**src/dma_write_params.svh**
```systemverilog
`ifndef DMA_WRITE_PARAMS_SVH
`define DMA_WRITE_PARAMS_SVH

// Bus widths
`define DMA_DATA_WIDTH 32
`define DMA_ADDR_WIDTH 32

// Request length field holds bytes minus one
`define DMA_LEN_WIDTH 24

// Burst shaping
`define DMA_MAX_BURST 16
`define DMA_BOUNDARY 4096
`define DMA_MAX_OUTSTANDING 4

// The full flag needs a power of two depth
`define DMA_FIFO_DEPTH 64

`endif

```
**src/dma_write_pkg.sv**
```systemverilog
`default_nettype none

`include "dma_write_params.svh"

package dma_write_pkg;

  localparam logic [2:0] AXI_SIZE_WORD = 3'($clog2(`DMA_DATA_WIDTH / 8));
  localparam logic [1:0] AXI_BURST_INCR = 2'b01;
  localparam logic [1:0] AXI_RESP_OKAY = 2'b00;
  localparam logic [2:0] AXI_PROT_DEFAULT = 3'b000;
  localparam logic [3:0] AXI_CACHE_DEFAULT = 4'b0011; // Bufferable, modifiable

  typedef struct packed {
    logic [`DMA_ADDR_WIDTH-1:0] addr;
    logic [`DMA_LEN_WIDTH-1:0]  len;  // Bytes minus one
  } dma_req_t;

  typedef struct packed {
    logic [`DMA_ADDR_WIDTH-1:0] awaddr;
    logic [7:0]                 awlen;
    logic [2:0]                 awsize;
    logic [1:0]                 awburst;
    logic [2:0]                 awprot;
    logic [3:0]                 awcache;
  } axi_aw_t;

  typedef struct packed {
    logic [`DMA_DATA_WIDTH-1:0]   wdata;
    logic [`DMA_DATA_WIDTH/8-1:0] wstrb;
    logic                         wlast;
  } axi_w_t;

  // One burst as handed from a counter to its consumer
  typedef struct packed {
    logic [`DMA_ADDR_WIDTH-1:0] addr;
    logic [7:0]                 beats; // Beat count minus one
  } burst_t;

endpackage

`default_nettype wire

```
**src/dma_burst_counter.sv**
```systemverilog
`timescale 1ns/1ps
`default_nettype none

`include "dma_write_params.svh"

module dma_burst_counter (
  input  wire                        clk,
  input  wire                        reset,
  input  wire                        start,
  input  wire dma_write_pkg::dma_req_t req,
  input  wire                        step,  // Current burst has been used
  output dma_write_pkg::burst_t      burst,
  output logic                       last_burst
);

  localparam int ADDR_BITS = `DMA_ADDR_WIDTH;
  localparam int REM_BITS = `DMA_LEN_WIDTH - 2;
  localparam int BND_BITS = $clog2(`DMA_BOUNDARY);

  logic [ADDR_BITS-1:0] addr;
  logic [REM_BITS-1:0]  rem_m1;    // Words still to move, minus one
  logic [BND_BITS-3:0]  bnd_m1;
  logic [7:0]           beats_m1;
  logic [BND_BITS:0]    burst_end;

  // Words up to the next boundary, minus one
  assign bnd_m1 = ~addr[BND_BITS-1:2];

  always_comb begin
    beats_m1 = 8'(`DMA_MAX_BURST - 1);
    if (bnd_m1 < beats_m1) begin
      beats_m1 = 8'(bnd_m1);
    end
    if (rem_m1 < beats_m1) begin
      beats_m1 = 8'(rem_m1);
    end
  end

  assign burst = '{addr: addr, beats: beats_m1};
  assign last_burst = (rem_m1 == REM_BITS'(beats_m1));

  always_ff @(posedge clk) begin
    if (reset) begin
      addr <= '0;
      rem_m1 <= '0;
    end else if (start) begin
      addr <= req.addr;
      rem_m1 <= req.len[`DMA_LEN_WIDTH-1:2];
    end else if (step) begin
      addr <= addr + (ADDR_BITS'(beats_m1) + 1'b1) * (`DMA_DATA_WIDTH / 8);
      rem_m1 <= rem_m1 - REM_BITS'(beats_m1) - 1'b1;
    end
  end

  // Byte offset just past the burst, relative to the boundary
  assign burst_end = {1'b0, addr[BND_BITS-1:0]} + {beats_m1 + 8'd1, 2'b00};

  assert property (@(posedge clk) disable iff (reset)
    step |-> burst_end <= `DMA_BOUNDARY);

endmodule

`default_nettype wire

```
**src/dma_data_fifo.sv**
```systemverilog
`timescale 1ns/1ps
`default_nettype none

`include "dma_write_params.svh"

module dma_data_fifo (
  input  wire                        clk,
  input  wire                        reset,
  input  wire                        start,
  input  wire [`DMA_LEN_WIDTH-3:0]   total_words,  // Word count minus one
  input  wire                        wr_en,
  input  wire [`DMA_DATA_WIDTH-1:0]  wr_data,
  output logic                       xfer_req,
  output logic                       overflow,
  input  wire                        rd_en,
  output logic [`DMA_DATA_WIDTH-1:0] rd_data,
  output logic                       rd_valid
);

  localparam int PTR_BITS = $clog2(`DMA_FIFO_DEPTH);

  logic [`DMA_DATA_WIDTH-1:0] mem [`DMA_FIFO_DEPTH];
  logic [PTR_BITS-1:0]        wr_ptr;
  logic [PTR_BITS-1:0]        rd_ptr;
  logic [PTR_BITS:0]          count;
  logic [`DMA_LEN_WIDTH-3:0]  accepted;
  logic [`DMA_LEN_WIDTH-3:0]  last_word;
  logic                       full;
  logic                       wr_ok;

  assign full = count[PTR_BITS];
  assign rd_valid = (count != '0);
  assign rd_data = mem[rd_ptr];

  // Writes outside the request window are not taken
  assign wr_ok = wr_en && xfer_req && !full;

  always_ff @(posedge clk) begin
    if (wr_ok) begin
      mem[wr_ptr] <= wr_data;
    end
  end

  always_ff @(posedge clk) begin
    if (start) begin
      last_word <= total_words; // The request is only valid with the strobe
    end
  end

  always_ff @(posedge clk) begin
    if (reset) begin
      wr_ptr <= '0;
      rd_ptr <= '0;
      count <= '0;
      accepted <= '0;
      xfer_req <= 1'b0;
      overflow <= 1'b0;
    end else begin
      overflow <= wr_en && xfer_req && full;
      if (wr_ok) begin
        wr_ptr <= wr_ptr + 1'b1;
      end
      if (rd_en) begin
        rd_ptr <= rd_ptr + 1'b1;
      end
      count <= count + {{PTR_BITS{1'b0}}, wr_ok} - {{PTR_BITS{1'b0}}, rd_en};

      if (start) begin
        xfer_req <= 1'b1;
        accepted <= '0;
      end else if (wr_ok) begin
        if (accepted == last_word) begin
          xfer_req <= 1'b0;  // Every word of the transfer is in
        end
        accepted <= accepted + 1'b1;
      end
    end
  end

  // The W channel must only pop a word that is there
  assert property (@(posedge clk) disable iff (reset)
    rd_en |-> rd_valid);

endmodule

`default_nettype wire

```
**src/axi_write_channel.sv**
```systemverilog
`timescale 1ns/1ps
`default_nettype none

`include "dma_write_params.svh"

module axi_write_channel (
  input  wire                       clk,
  input  wire                       reset,
  input  wire dma_write_pkg::burst_t burst,
  output logic                      step,
  output logic                      rd_en,
  input  wire [`DMA_DATA_WIDTH-1:0] rd_data,
  input  wire                       rd_valid,
  output logic                      wvalid,
  output dma_write_pkg::axi_w_t     w,
  input  wire                       wready
);

  logic [7:0] beat;        // Position within the current burst
  logic       final_beat;

  assign final_beat = (beat == burst.beats);

  // Pop whenever the output register is free or being emptied this cycle
  assign rd_en = rd_valid && (!wvalid || wready);

  // Stepping as the last beat is taken leaves the next length ready for the following pop
  assign step = rd_en && final_beat;

  always_ff @(posedge clk) begin
    if (reset) begin
      wvalid <= 1'b0;
      beat <= '0;
    end else begin
      if (rd_en) begin
        wvalid <= 1'b1;
        beat <= final_beat ? 8'd0 : beat + 8'd1;
      end else if (wready) begin
        wvalid <= 1'b0;
      end
    end
  end

  always_ff @(posedge clk) begin
    if (rd_en) begin
      w.wdata <= rd_data;
      w.wstrb <= '1;  // Full words only
      w.wlast <= final_beat;
    end
  end

endmodule

`default_nettype wire

```
**src/dma_transfer_fsm.sv**
```systemverilog
`timescale 1ns/1ps
`default_nettype none

`include "dma_write_params.svh"

module dma_transfer_fsm (
  input  wire                      clk,
  input  wire                      reset,
  input  wire                      req_valid,
  input  wire dma_write_pkg::dma_req_t req,
  output logic                     busy,
  output logic                     start,
  input  wire dma_write_pkg::burst_t burst,
  input  wire                      last_burst,
  output logic                     burst_step,
  output logic                     awvalid,
  output dma_write_pkg::axi_aw_t   aw,
  input  wire                      awready,
  input  wire                      bvalid,
  input  wire [1:0]                bresp,
  output logic                     bready,
  output logic                     eot,
  output logic                     eot_error
);
  import dma_write_pkg::*;

  typedef enum logic [1:0] {
    idle,
    address,
    drain,
    done
  } state_t;

  state_t     state;
  logic [2:0] outstanding;
  logic [2:0] outstanding_next;
  logic       accept;
  logic       aw_hs;
  logic       b_hs;
  logic       error;

  assign accept = req_valid && !busy; // Strobes while busy are dropped
  assign start = accept;
  assign busy = (state == address) || (state == drain);
  assign eot = (state == done);
  assign eot_error = error;

  assign aw_hs = awvalid && awready;
  assign b_hs = bvalid && bready;
  assign burst_step = aw_hs;
  assign outstanding_next = outstanding + {2'b00, aw_hs} - {2'b00, b_hs};

  // The counter only moves on a handshake, so the payload holds while awvalid waits
  assign aw = '{
    awaddr:  burst.addr,
    awlen:   burst.beats,
    awsize:  AXI_SIZE_WORD,
    awburst: AXI_BURST_INCR,
    awprot:  AXI_PROT_DEFAULT,
    awcache: AXI_CACHE_DEFAULT
  };

  always_ff @(posedge clk) begin
    if (reset) begin
      state <= idle;
      awvalid <= 1'b0;
      outstanding <= '0;
      error <= 1'b0;
      bready <= 1'b0;
    end else begin
      bready <= 1'b1;
      outstanding <= outstanding_next;

      if (accept) begin
        error <= 1'b0;
      end else if (b_hs && bresp != AXI_RESP_OKAY) begin
        error <= 1'b1; // Sticky until the next request
      end

      case (state)
        idle, done: begin
          state <= accept ? address : idle;
        end
        address: begin
          if (aw_hs && last_burst) begin
            state <= drain;
            awvalid <= 1'b0;
          end else if (!awvalid || awready) begin
            // Next burst goes out only while the response window has room
            awvalid <= (outstanding_next < `DMA_MAX_OUTSTANDING);
          end
        end
        drain: begin
          if (outstanding_next == '0) begin
            state <= done;
          end
        end
        default: state <= idle;
      endcase
    end
  end

  // Address channel must hold its request until the slave takes it
  assert property (@(posedge clk) disable iff (reset)
    awvalid && !awready |=> awvalid && $stable(aw));

  // Only whole, aligned words are supported
  assert property (@(posedge clk) disable iff (reset)
    accept |-> req.addr[1:0] == 2'b00 && req.len[1:0] == 2'b11);

endmodule

`default_nettype wire

```
**src/dma_write_top.sv**
```systemverilog
`timescale 1ns/1ps
`default_nettype none

`include "dma_write_params.svh"

module dma_write_top (
  input  wire                        clk,
  input  wire                        reset,
  input  wire                        req_valid,
  input  wire dma_write_pkg::dma_req_t req,
  output logic                       busy,
  output logic                       eot,
  output logic                       eot_error,
  output logic                       fifo_wr_xfer_req,
  input  wire                        fifo_wr_en,
  input  wire [`DMA_DATA_WIDTH-1:0]  fifo_wr_din,
  output logic                       fifo_wr_overflow,
  output logic                       awvalid,
  output dma_write_pkg::axi_aw_t     aw,
  input  wire                        awready,
  output logic                       wvalid,
  output dma_write_pkg::axi_w_t      w,
  input  wire                        wready,
  input  wire                        bvalid,
  input  wire [1:0]                  bresp,
  output logic                       bready
);
  import dma_write_pkg::*;

  logic                       start;
  logic                       burst_step;
  logic                       addr_last;
  logic                       data_step;
  logic                       rd_en;
  logic                       rd_valid;
  logic [`DMA_DATA_WIDTH-1:0] rd_data;
  burst_t                     addr_burst;
  burst_t                     data_burst;

  dma_transfer_fsm i_fsm (
    .clk(clk), .reset(reset),
    .req_valid(req_valid), .req(req), .busy(busy), .start(start),
    .burst(addr_burst), .last_burst(addr_last), .burst_step(burst_step),
    .awvalid(awvalid), .aw(aw), .awready(awready),
    .bvalid(bvalid), .bresp(bresp), .bready(bready),
    .eot(eot), .eot_error(eot_error)
  );

  // Both counters see the same request, so they walk the same bursts
  dma_burst_counter i_addr_counter (
    .clk(clk), .reset(reset), .start(start), .req(req),
    .step(burst_step), .burst(addr_burst), .last_burst(addr_last)
  );

  dma_burst_counter i_data_counter (
    .clk(clk), .reset(reset), .start(start), .req(req),
    .step(data_step), .burst(data_burst), .last_burst()
  );

  dma_data_fifo i_fifo (
    .clk(clk), .reset(reset), .start(start),
    .total_words(req.len[`DMA_LEN_WIDTH-1:2]),
    .wr_en(fifo_wr_en), .wr_data(fifo_wr_din),
    .xfer_req(fifo_wr_xfer_req), .overflow(fifo_wr_overflow),
    .rd_en(rd_en), .rd_data(rd_data), .rd_valid(rd_valid)
  );

  axi_write_channel i_w_channel (
    .clk(clk), .reset(reset), .burst(data_burst), .step(data_step),
    .rd_en(rd_en), .rd_data(rd_data), .rd_valid(rd_valid),
    .wvalid(wvalid), .w(w), .wready(wready)
  );

endmodule

`default_nettype wire

```
**config.mk**
```make
export PLATFORM = sky130hd
export DESIGN_NAME = dma_write_top
export DESIGN_NICKNAME = d
export VERILOG_FILES = /design/src/dma_write_pkg.sv /design/src/dma_burst_counter.sv /design/src/dma_data_fifo.sv /design/src/axi_write_channel.sv /design/src/dma_transfer_fsm.sv /design/src/dma_write_top.sv
export VERILOG_INCLUDE_DIRS = /design/src /design/src/src
export SDC_FILE = /design/constraint.sdc
export NUM_CORES = 2
export LEC_CHECK = 0
export BUFFER_PORTS_ARGS = -buffer_cell sky130_fd_sc_hd__buf_2
export CORE_ASPECT_RATIO = 1.2
export CORE_MARGIN = 8
export CORE_UTILIZATION = 62
export DETAILED_ROUTE_END_ITERATION = 8
export MAX_ROUTING_LAYER = met4
export PLACE_DENSITY_LB_ADDON = 0.1
export SKIP_CTS_REPAIR_TIMING = 1
export SLEW_MARGIN = 0
export SYNTH_ARGS = -nofsm -noshare
export SYNTH_HDL_FRONTEND = slang
export SYNTH_SLANG_ARGS = --single-unit
```
**constraint.sdc**
```tcl
create_clock -name clk -period 6.2 [get_ports clk]
set_clock_uncertainty 0.05 [all_clocks]
set_input_delay 0.93 -clock clk [delete_from_list [all_inputs] [get_ports clk]]
set_output_delay 0.93 -clock clk [all_outputs]
set_load 0.02 [all_outputs]
```
# Word-level counts from Yosys, hierarchy flattened
# Memories as Yosys holds them, arrays and structs flattened. A register that Yosys moved wholly into a read port is not among the register bits.
# Cells that the tools add are included.
totals:
  ff_bits: 191
  mem_bits_rw: 2048
  inputBits: 97
  out_inout_bits: 97
  memories: 1
op_classes:
  addsub: 16
  order_cmp: 5
  eq_ne: 8
  n_mux: 27
  n_bitwise: 2
  n_reduce_logical: 32
memory_table:
  columns: ["memory", "depth", "word_bits", "read_ports", "rd_clocked_by_memory_dff", "write_ports", "line_no", "source"]
  rows:
  - ["i_fifo.mem", 64, 32, 1, 1, 1, "dma_data_fifo.sv:22", "logic [`DMA_DATA_WIDTH-1:0] mem [`DMA_FIFO_DEPTH];"]
op_table:
  columns: ["cell", "count"]
  rows:
  - ["$mux 32", 4]
  - ["$mux 22", 4]
  - ["$add 32x32->32", 2]
  - ["$lt 22x8->1", 2]
  - ["$sub 22x1->22 const B", 2]
  - ["$sub 22x8->22", 2]
  - ["$mux 8", 5]
  - ["$add 22x1->22 const B", 1]
  - ["$eq 22x22->1", 1]
  - ["$eq 22x8->1", 1]
  - ["$lt 10x4->1 const B", 2]
  - ["$not 10->10", 2]
  - ["$add 8x1->9 const B", 2]
  - ["$reduce_bool 2->1", 7]
  - ["$add 6x1->6 const B", 2]
  - ["$mux 1", 11]
  - ["$logic_and 1x1->1", 10]
  - ["$add 8x1->8 const B", 1]
  - ["$eq 8x8->1", 1]
  - ["$add 7x1->7", 1]
  - ["$reduce_bool 7->1", 1]
  - ["$sub 7x1->7", 1]
  - ["$pmux 2 s3", 1]
  - ["$reduce_and 2->1", 3]
  - ["12 further kinds", 21]

# Longest topological paths before layout
depth:
  ltp_word: 9
  ltp_mapped: 25
  depth_no_buf: 24

# Cells and area by module
# A second synthesis with hierarchy kept.
unflattened:
  cells_unflattened: 4881
  hier_area_um2: 91420.2
modules_own_cells:
  columns: ["mod", "n_inst", "cells_each", "area_each_um2", "seq_area_each_um2"]
  rows:
  - ["dma_data_fifo", 1, 3682, 80853.8, 63140.6]
  - ["dma_burst_counter", 2, 501, 4085.2, 1081.0]
  - ["axi_write_channel", 1, 95, 1539.0, 1171.1]
  - ["dma_transfer_fsm", 1, 102, 857.1, 160.2]

# Worst setup path after synthesis
# Ideal clock, no wire load.
synth_timing:
  path_type: "input-to-reg"
  startpoint: "input port fifo_wr_en"
  endpoint: "memory i_fifo.mem[40][0] in the netlist's numbering (enable)"
  setup_ns: 0.503
  arrival_time_ns: 4.898
  t_required_ns: 5.647
  setup_slack_ns: 0.749
  path_stages: 6
  n_path_buf: 1
  path_cell_list: "nand2_1 or2_2 clkbuf_1 inv_1 nand4b_1 nor4_1"
synth_via:
  elab_chain_len: 4
synth_lines:
  columns: ["element", "line_no", "source"]
  rows:
  - ["from (decl)", "dma_write_top.sv:15", "input wire fifo_wr_en,"]
  - ["$logic_and 1x1->1 (2 in a row)", "dma_data_fifo.sv:36", "assign wr_ok = wr_en && xfer_req && !full;"]
  - ["$mux 1", "dma_data_fifo.sv:39", "if (wr_ok) begin"]
  - ["$mux 1 (not written as such)", "dma_data_fifo.sv:40", "mem[wr_ptr] <= wr_data;"]
  - ["to (decl)", "dma_data_fifo.sv:22", null]
# No other way between the ends.

# Worst setup path after layout
layout_timing:
  startpoint: "register i_addr_counter.addr[11]"
  endpoint: "register i_addr_counter.addr[25]"
layout_via:
  elab_chain_len: 9
layout_lines:
  columns: ["element", "line_no", "source"]
  rows:
  - ["from (decl)", "dma_burst_counter.sv:20", "logic [ADDR_BITS-1:0] addr;"]
  - ["from (signal assigned)", "dma_burst_counter.sv:47", "addr <= req.addr;"]
  - ["from (signal assigned)", "dma_burst_counter.sv:50", "addr <= addr + (ADDR_BITS'(beats_m1) + 1'b1) * (`DMA_DATA_WIDTH / 8);"]
  - ["$not 10->10", "dma_burst_counter.sv:27", "assign bnd_m1 = ~addr[BND_BITS-1:2];"]
  - ["$lt 10x4->1", "dma_burst_counter.sv:31", "if (bnd_m1 < beats_m1) begin"]
  - ["$mux 8", "dma_burst_counter.sv:31", null]
  - ["$lt 22x8->1", "dma_burst_counter.sv:34", "if (rem_m1 < beats_m1) begin"]
  - ["$mux 8", "dma_burst_counter.sv:34", null]
  - ["$add 8x1->9", "dma_burst_counter.sv:50", null]
  - ["$add 32x32->32 *", "dma_burst_counter.sv:50", null]
  - ["$mux 32 *", "dma_burst_counter.sv:49", "end else if (step) begin"]
  - ["$mux 32 *", "dma_burst_counter.sv:46", "end else if (start) begin"]
# Mark *: on every way between the ends. The rest lies on a longest branch, timed or not. The select of a mux whose other input is x is not followed.
# A chain may end at the register's enable or synchronous reset.

==> flow_summary.json <==
{
  "crit_type": "flip-flop to flip-flop",
  "r2r-start": "i_addr_counter.addr[11]",
  "firstDrtPassIters": 5,
  "gp_congestion": 0.8444,
  "setup_viol": 0,
  "cts_buffer_depth": 3,
  "ys.flop_type": "edfxtp_1",
  "first_global_vias": 44280,
  "cp_max_fo": 9,
  "critPathSlowestCell": "nor3_1",
  "synth_area_um2": 89070,
  "p_leak_nw": 31.14,
  "layout_min_cycle_time_ps": 5463,
  "drive_gt1_share_pct": 28.74,
  "cp-end-kind": "flip-flop",
  "io_buffers": 175,
  "startpoint": "i_addr_counter.addr[11]",
  "grt_pass1_wl_um": 320100,
  "drt-met1-wl_um": 84500,
  "synth_seq_area_share_pct": 74.19,
  "synth_top_area_share_pct": 70.90,
  "powerDensity_nw_per_um2": 380.8,
  "drt_iter0_drc": 5297,
  "drc": 0,
  "rows": 152,
  "fin_util_pct": 69.91,
  "grt-ovfl-total": 0,
  "synthCells": 4235,
  "routed.top_layer": "met4",
  "core-area_um2": 142800,
  "hold_path_class": "input pin to flip-flop",
  "dr_wl_met2_um": 115200,
  "syn_avg_cell_area_um2": 21.03,
  "cp.required_ps": 6820,
  "vias": 44520,
  "maxCapViolCount": 0,
  "antenna_found_initial": 18,
  "cts_tree": "yes",
  "period_share_pct": 88.11,
  "start_util_pct": 62.36,
  "clockRootBuffer": "clkbuf_16",
  "die_area_um2": 156100,
  "clock-sinks": 2249,
  "synth-seq-cells": 2249,
  "pin_count": 194,
  "viasPerCell": 6.689,
  "worst_pin_slew_ps": 1452,
  "hpwl_um": 127500,
  "cts_max_level": 4,
  "grt_util_all_layers_pct": 29.68,
  "ant_nets": 0,
  "synth_edf_count": 2103,
  "slew_viol_final": 0,
  "slew-limit-headroom_pct": 2.952,
  "wl_um": 224800,
  "ys.warnings.count": 0,
  "grt_max_degree": 99,
  "die_x_um": 362.0,
  "fin_setup_tns_ps": 0,
  "die_y_um": 431.2,
  "clkLatencyLatePin_ps": 840,
  "cpPeakStageDelay_ps": 590,
  "worstPathCellList": "nand2_1 -> nor3_1 -> ha_1 -> nand4_1 -> a2111o_1 -> nand2_2 -> nor2_1 -> a21oi_2 -> inv_1 -> nor4_1 -> xnor2_1 -> nor2_1 -> ha_1 -> o21ai_0 -> nand2b_1 -> a21boi_0 -> nand3_1 -> a21oi_1 -> and4_1 -> xnor2_1 -> a21oi_1",
  "synth.distinct_cells": 78,
  "max_freq_mhz": 183.1,
  "cts_made_buffers": 205,
  "status": "finished clean",
  "fin_nets": 4718,
  "yosysTopAreaCell": "edfxtp_1",
  "met3_length_um": 19150,
  "timing.hold.ws_ps": 234.4,
  "async_flop_share_pct": 0,
  "hold_violations": 0,
  "dpl_cell_area_um2": 93390,
  "ir_worst_vdd_mv": 0.3238,
  "rsz0062_at_grt": "false",
  "clkSlewWorstSetupHoldPaths_ps": 60,
  "worstSetupStartpointType": "flip-flop",
  "wl_per_cell_um": 33.78,
  "fillers": 8693,
  "yosys-top-cells-area": "edfxtp_1, mux4_2, dfxtp_1, ha_1, xnor2_1",
  "arrival_ps": 6090,
  "min_from": "req[23]",
  "stdcell_area_um2": 99850,
  "syn_to_final_growth_pct": 12.11
}
## final cells by class
type | count | area [um2] | share of cell area [%]
clock inverter | 120 | 1084 | 1.085
inverter | 58 | 217.7 | 0.2180
timing repair buffer | 306 | 2235 | 2.238
tap | 1925 | 2409 | 2.412
clock buffer | 261 | 5361 | 5.369
antenna | 8 | 20.02 | 0.02005
sequential | 2249 | 66090 | 66.19
multi-input combinational | 1728 | 22430 | 22.47
## cell usage after synthesis, drive strengths merged, types with 8 or more instances
library cell and count:
edfxtp 2103, mux4 672, nor2 162, clkbuf 161
dfxtp 146, nand2 108, a21oi 102, o21ai 78
xnor2 72, ha 68, xor2 67, buf 61
nor3 58, inv 57, nand3 37, and3 22
nand4 22, nor4 20, mux2i 17, or3 17
a21o 13, a31oi 13, and2 11, nand2b 11
a2111oi 10, and4 10, a211oi 9, a311oi 9
nor2b 9, o211ai 9, o21a 8
## registers in the layout, indices dropped and copies added, names as in the netlist
register	count
i_fifo.rd_ptr	6
i_fifo.count	7
i_fsm.outstanding	3
i_fifo.overflow	1
i_fsm.bready	1
i_fifo.last_word	22
i_fifo.xfer_req	1
i_fsm.awvalid	1
i_w_channel.w	33
i_addr_counter.rem_m1	22
i_fsm.state	2
i_data_counter.addr	10
i_fifo.wr_ptr	6
i_data_counter.rem_m1	22
i_fsm.eot_error	1
i_fifo.accepted	22
i_w_channel.wvalid	1
i_addr_counter.addr	32
i_w_channel.beat	8
i_fifo.mem	2048
## worst max-delay path, delay by kind of cell, from the launching register on
kind | cells | cell delay (ps)
fa+ha+maj | 2 | 570
simple gates | 10 | 2080
buf+inv | 1 | 130
flops | 1 | 460
xor+xnor | 2 | 280
compound gates | 6 | 1750
## final timing paths
path	endpoint	slack (ps)	depth (start not counted)
max	i_addr_counter.addr[25]	740	21
min	i_fifo.last_word[21]	230	1
max reg2reg	i_addr_counter.addr[25]	740	21
min reg2reg	i_fsm.eot_error	400	2
## cell usage in the layout, fill, tap and decap left out, types with 22 or more instances in the layout
| cell | n |
|---|---|
| edfxtp_1 | 2103 |
| mux4_2 | 672 |
| clkbuf_16 | 206 |
| buf_2 | 175 |
| dfxtp_1 | 140 |
| nand2_1 | 106 |
| nor2_1 | 106 |
| a21oi_1 | 101 |
| buf_4 | 101 |
| o21ai_0 | 76 |
| xnor2_1 | 72 |
| ha_1 | 68 |
| xor2_1 | 67 |
| inv_1 | 57 |
| nor2_4 | 56 |
| clkbuf_1 | 55 |
| nor3_1 | 49 |
| clkinv_1 | 43 |
| clkinv_2 | 40 |
| nand3_1 | 37 |
| buf_12 | 30 |
| conb_1 | 24 |
| and3_1 | 22 |
## routing by layer
metal,GRT usage [%],vias up
met2,48.87,2149
met1,38.95,23760
li1,-,18250
met4,7.623,0
met3,5.456,351
met5,-,-
## through the flow
step                total power, W  cells  worst slack [ps]
floorplan                  0.02376   4257             749.2
CTS                        0.03828   6647             773.8
detailed placement         0.02613   6266             807.4
global placement           0.02605   6266             805.9
finish                     0.03802   6655             737.0
global route               0.03932   6652             100.2
## kinds of logic (layout without fill, tap and decap cells)
kind of cell / after synthesis / after routing / synth area share [%]
AO/OA/AOI/OAI: 290 / 290 / 2.031
XOR/XNOR: 139 / 139 / 1.367
adder cells (fa/ha/maj): 73 / 73 / 1.068
buffers and inverters: 280 / 745 / 1.266
flip-flops: 2249 / 2249 / 74.19
multiplexers: 689 / 689 / 17.18
other: 2 / 32 / 0.008432
AND/OR/NAND/NOR: 513 / 513 / 2.891
## where the power goes
| group | internal [W] | total [W] | switching (W) |
|---|---|---|---|
| clock | 0.00682 | 0.0123 | 0.00547 |
| combinational | 0.00403 | 0.00814 | 0.00411 |
| sequential | 0.0171 | 0.0176 | 0.000528 |
Note: power is estimated with default switching activity, not from simulation.
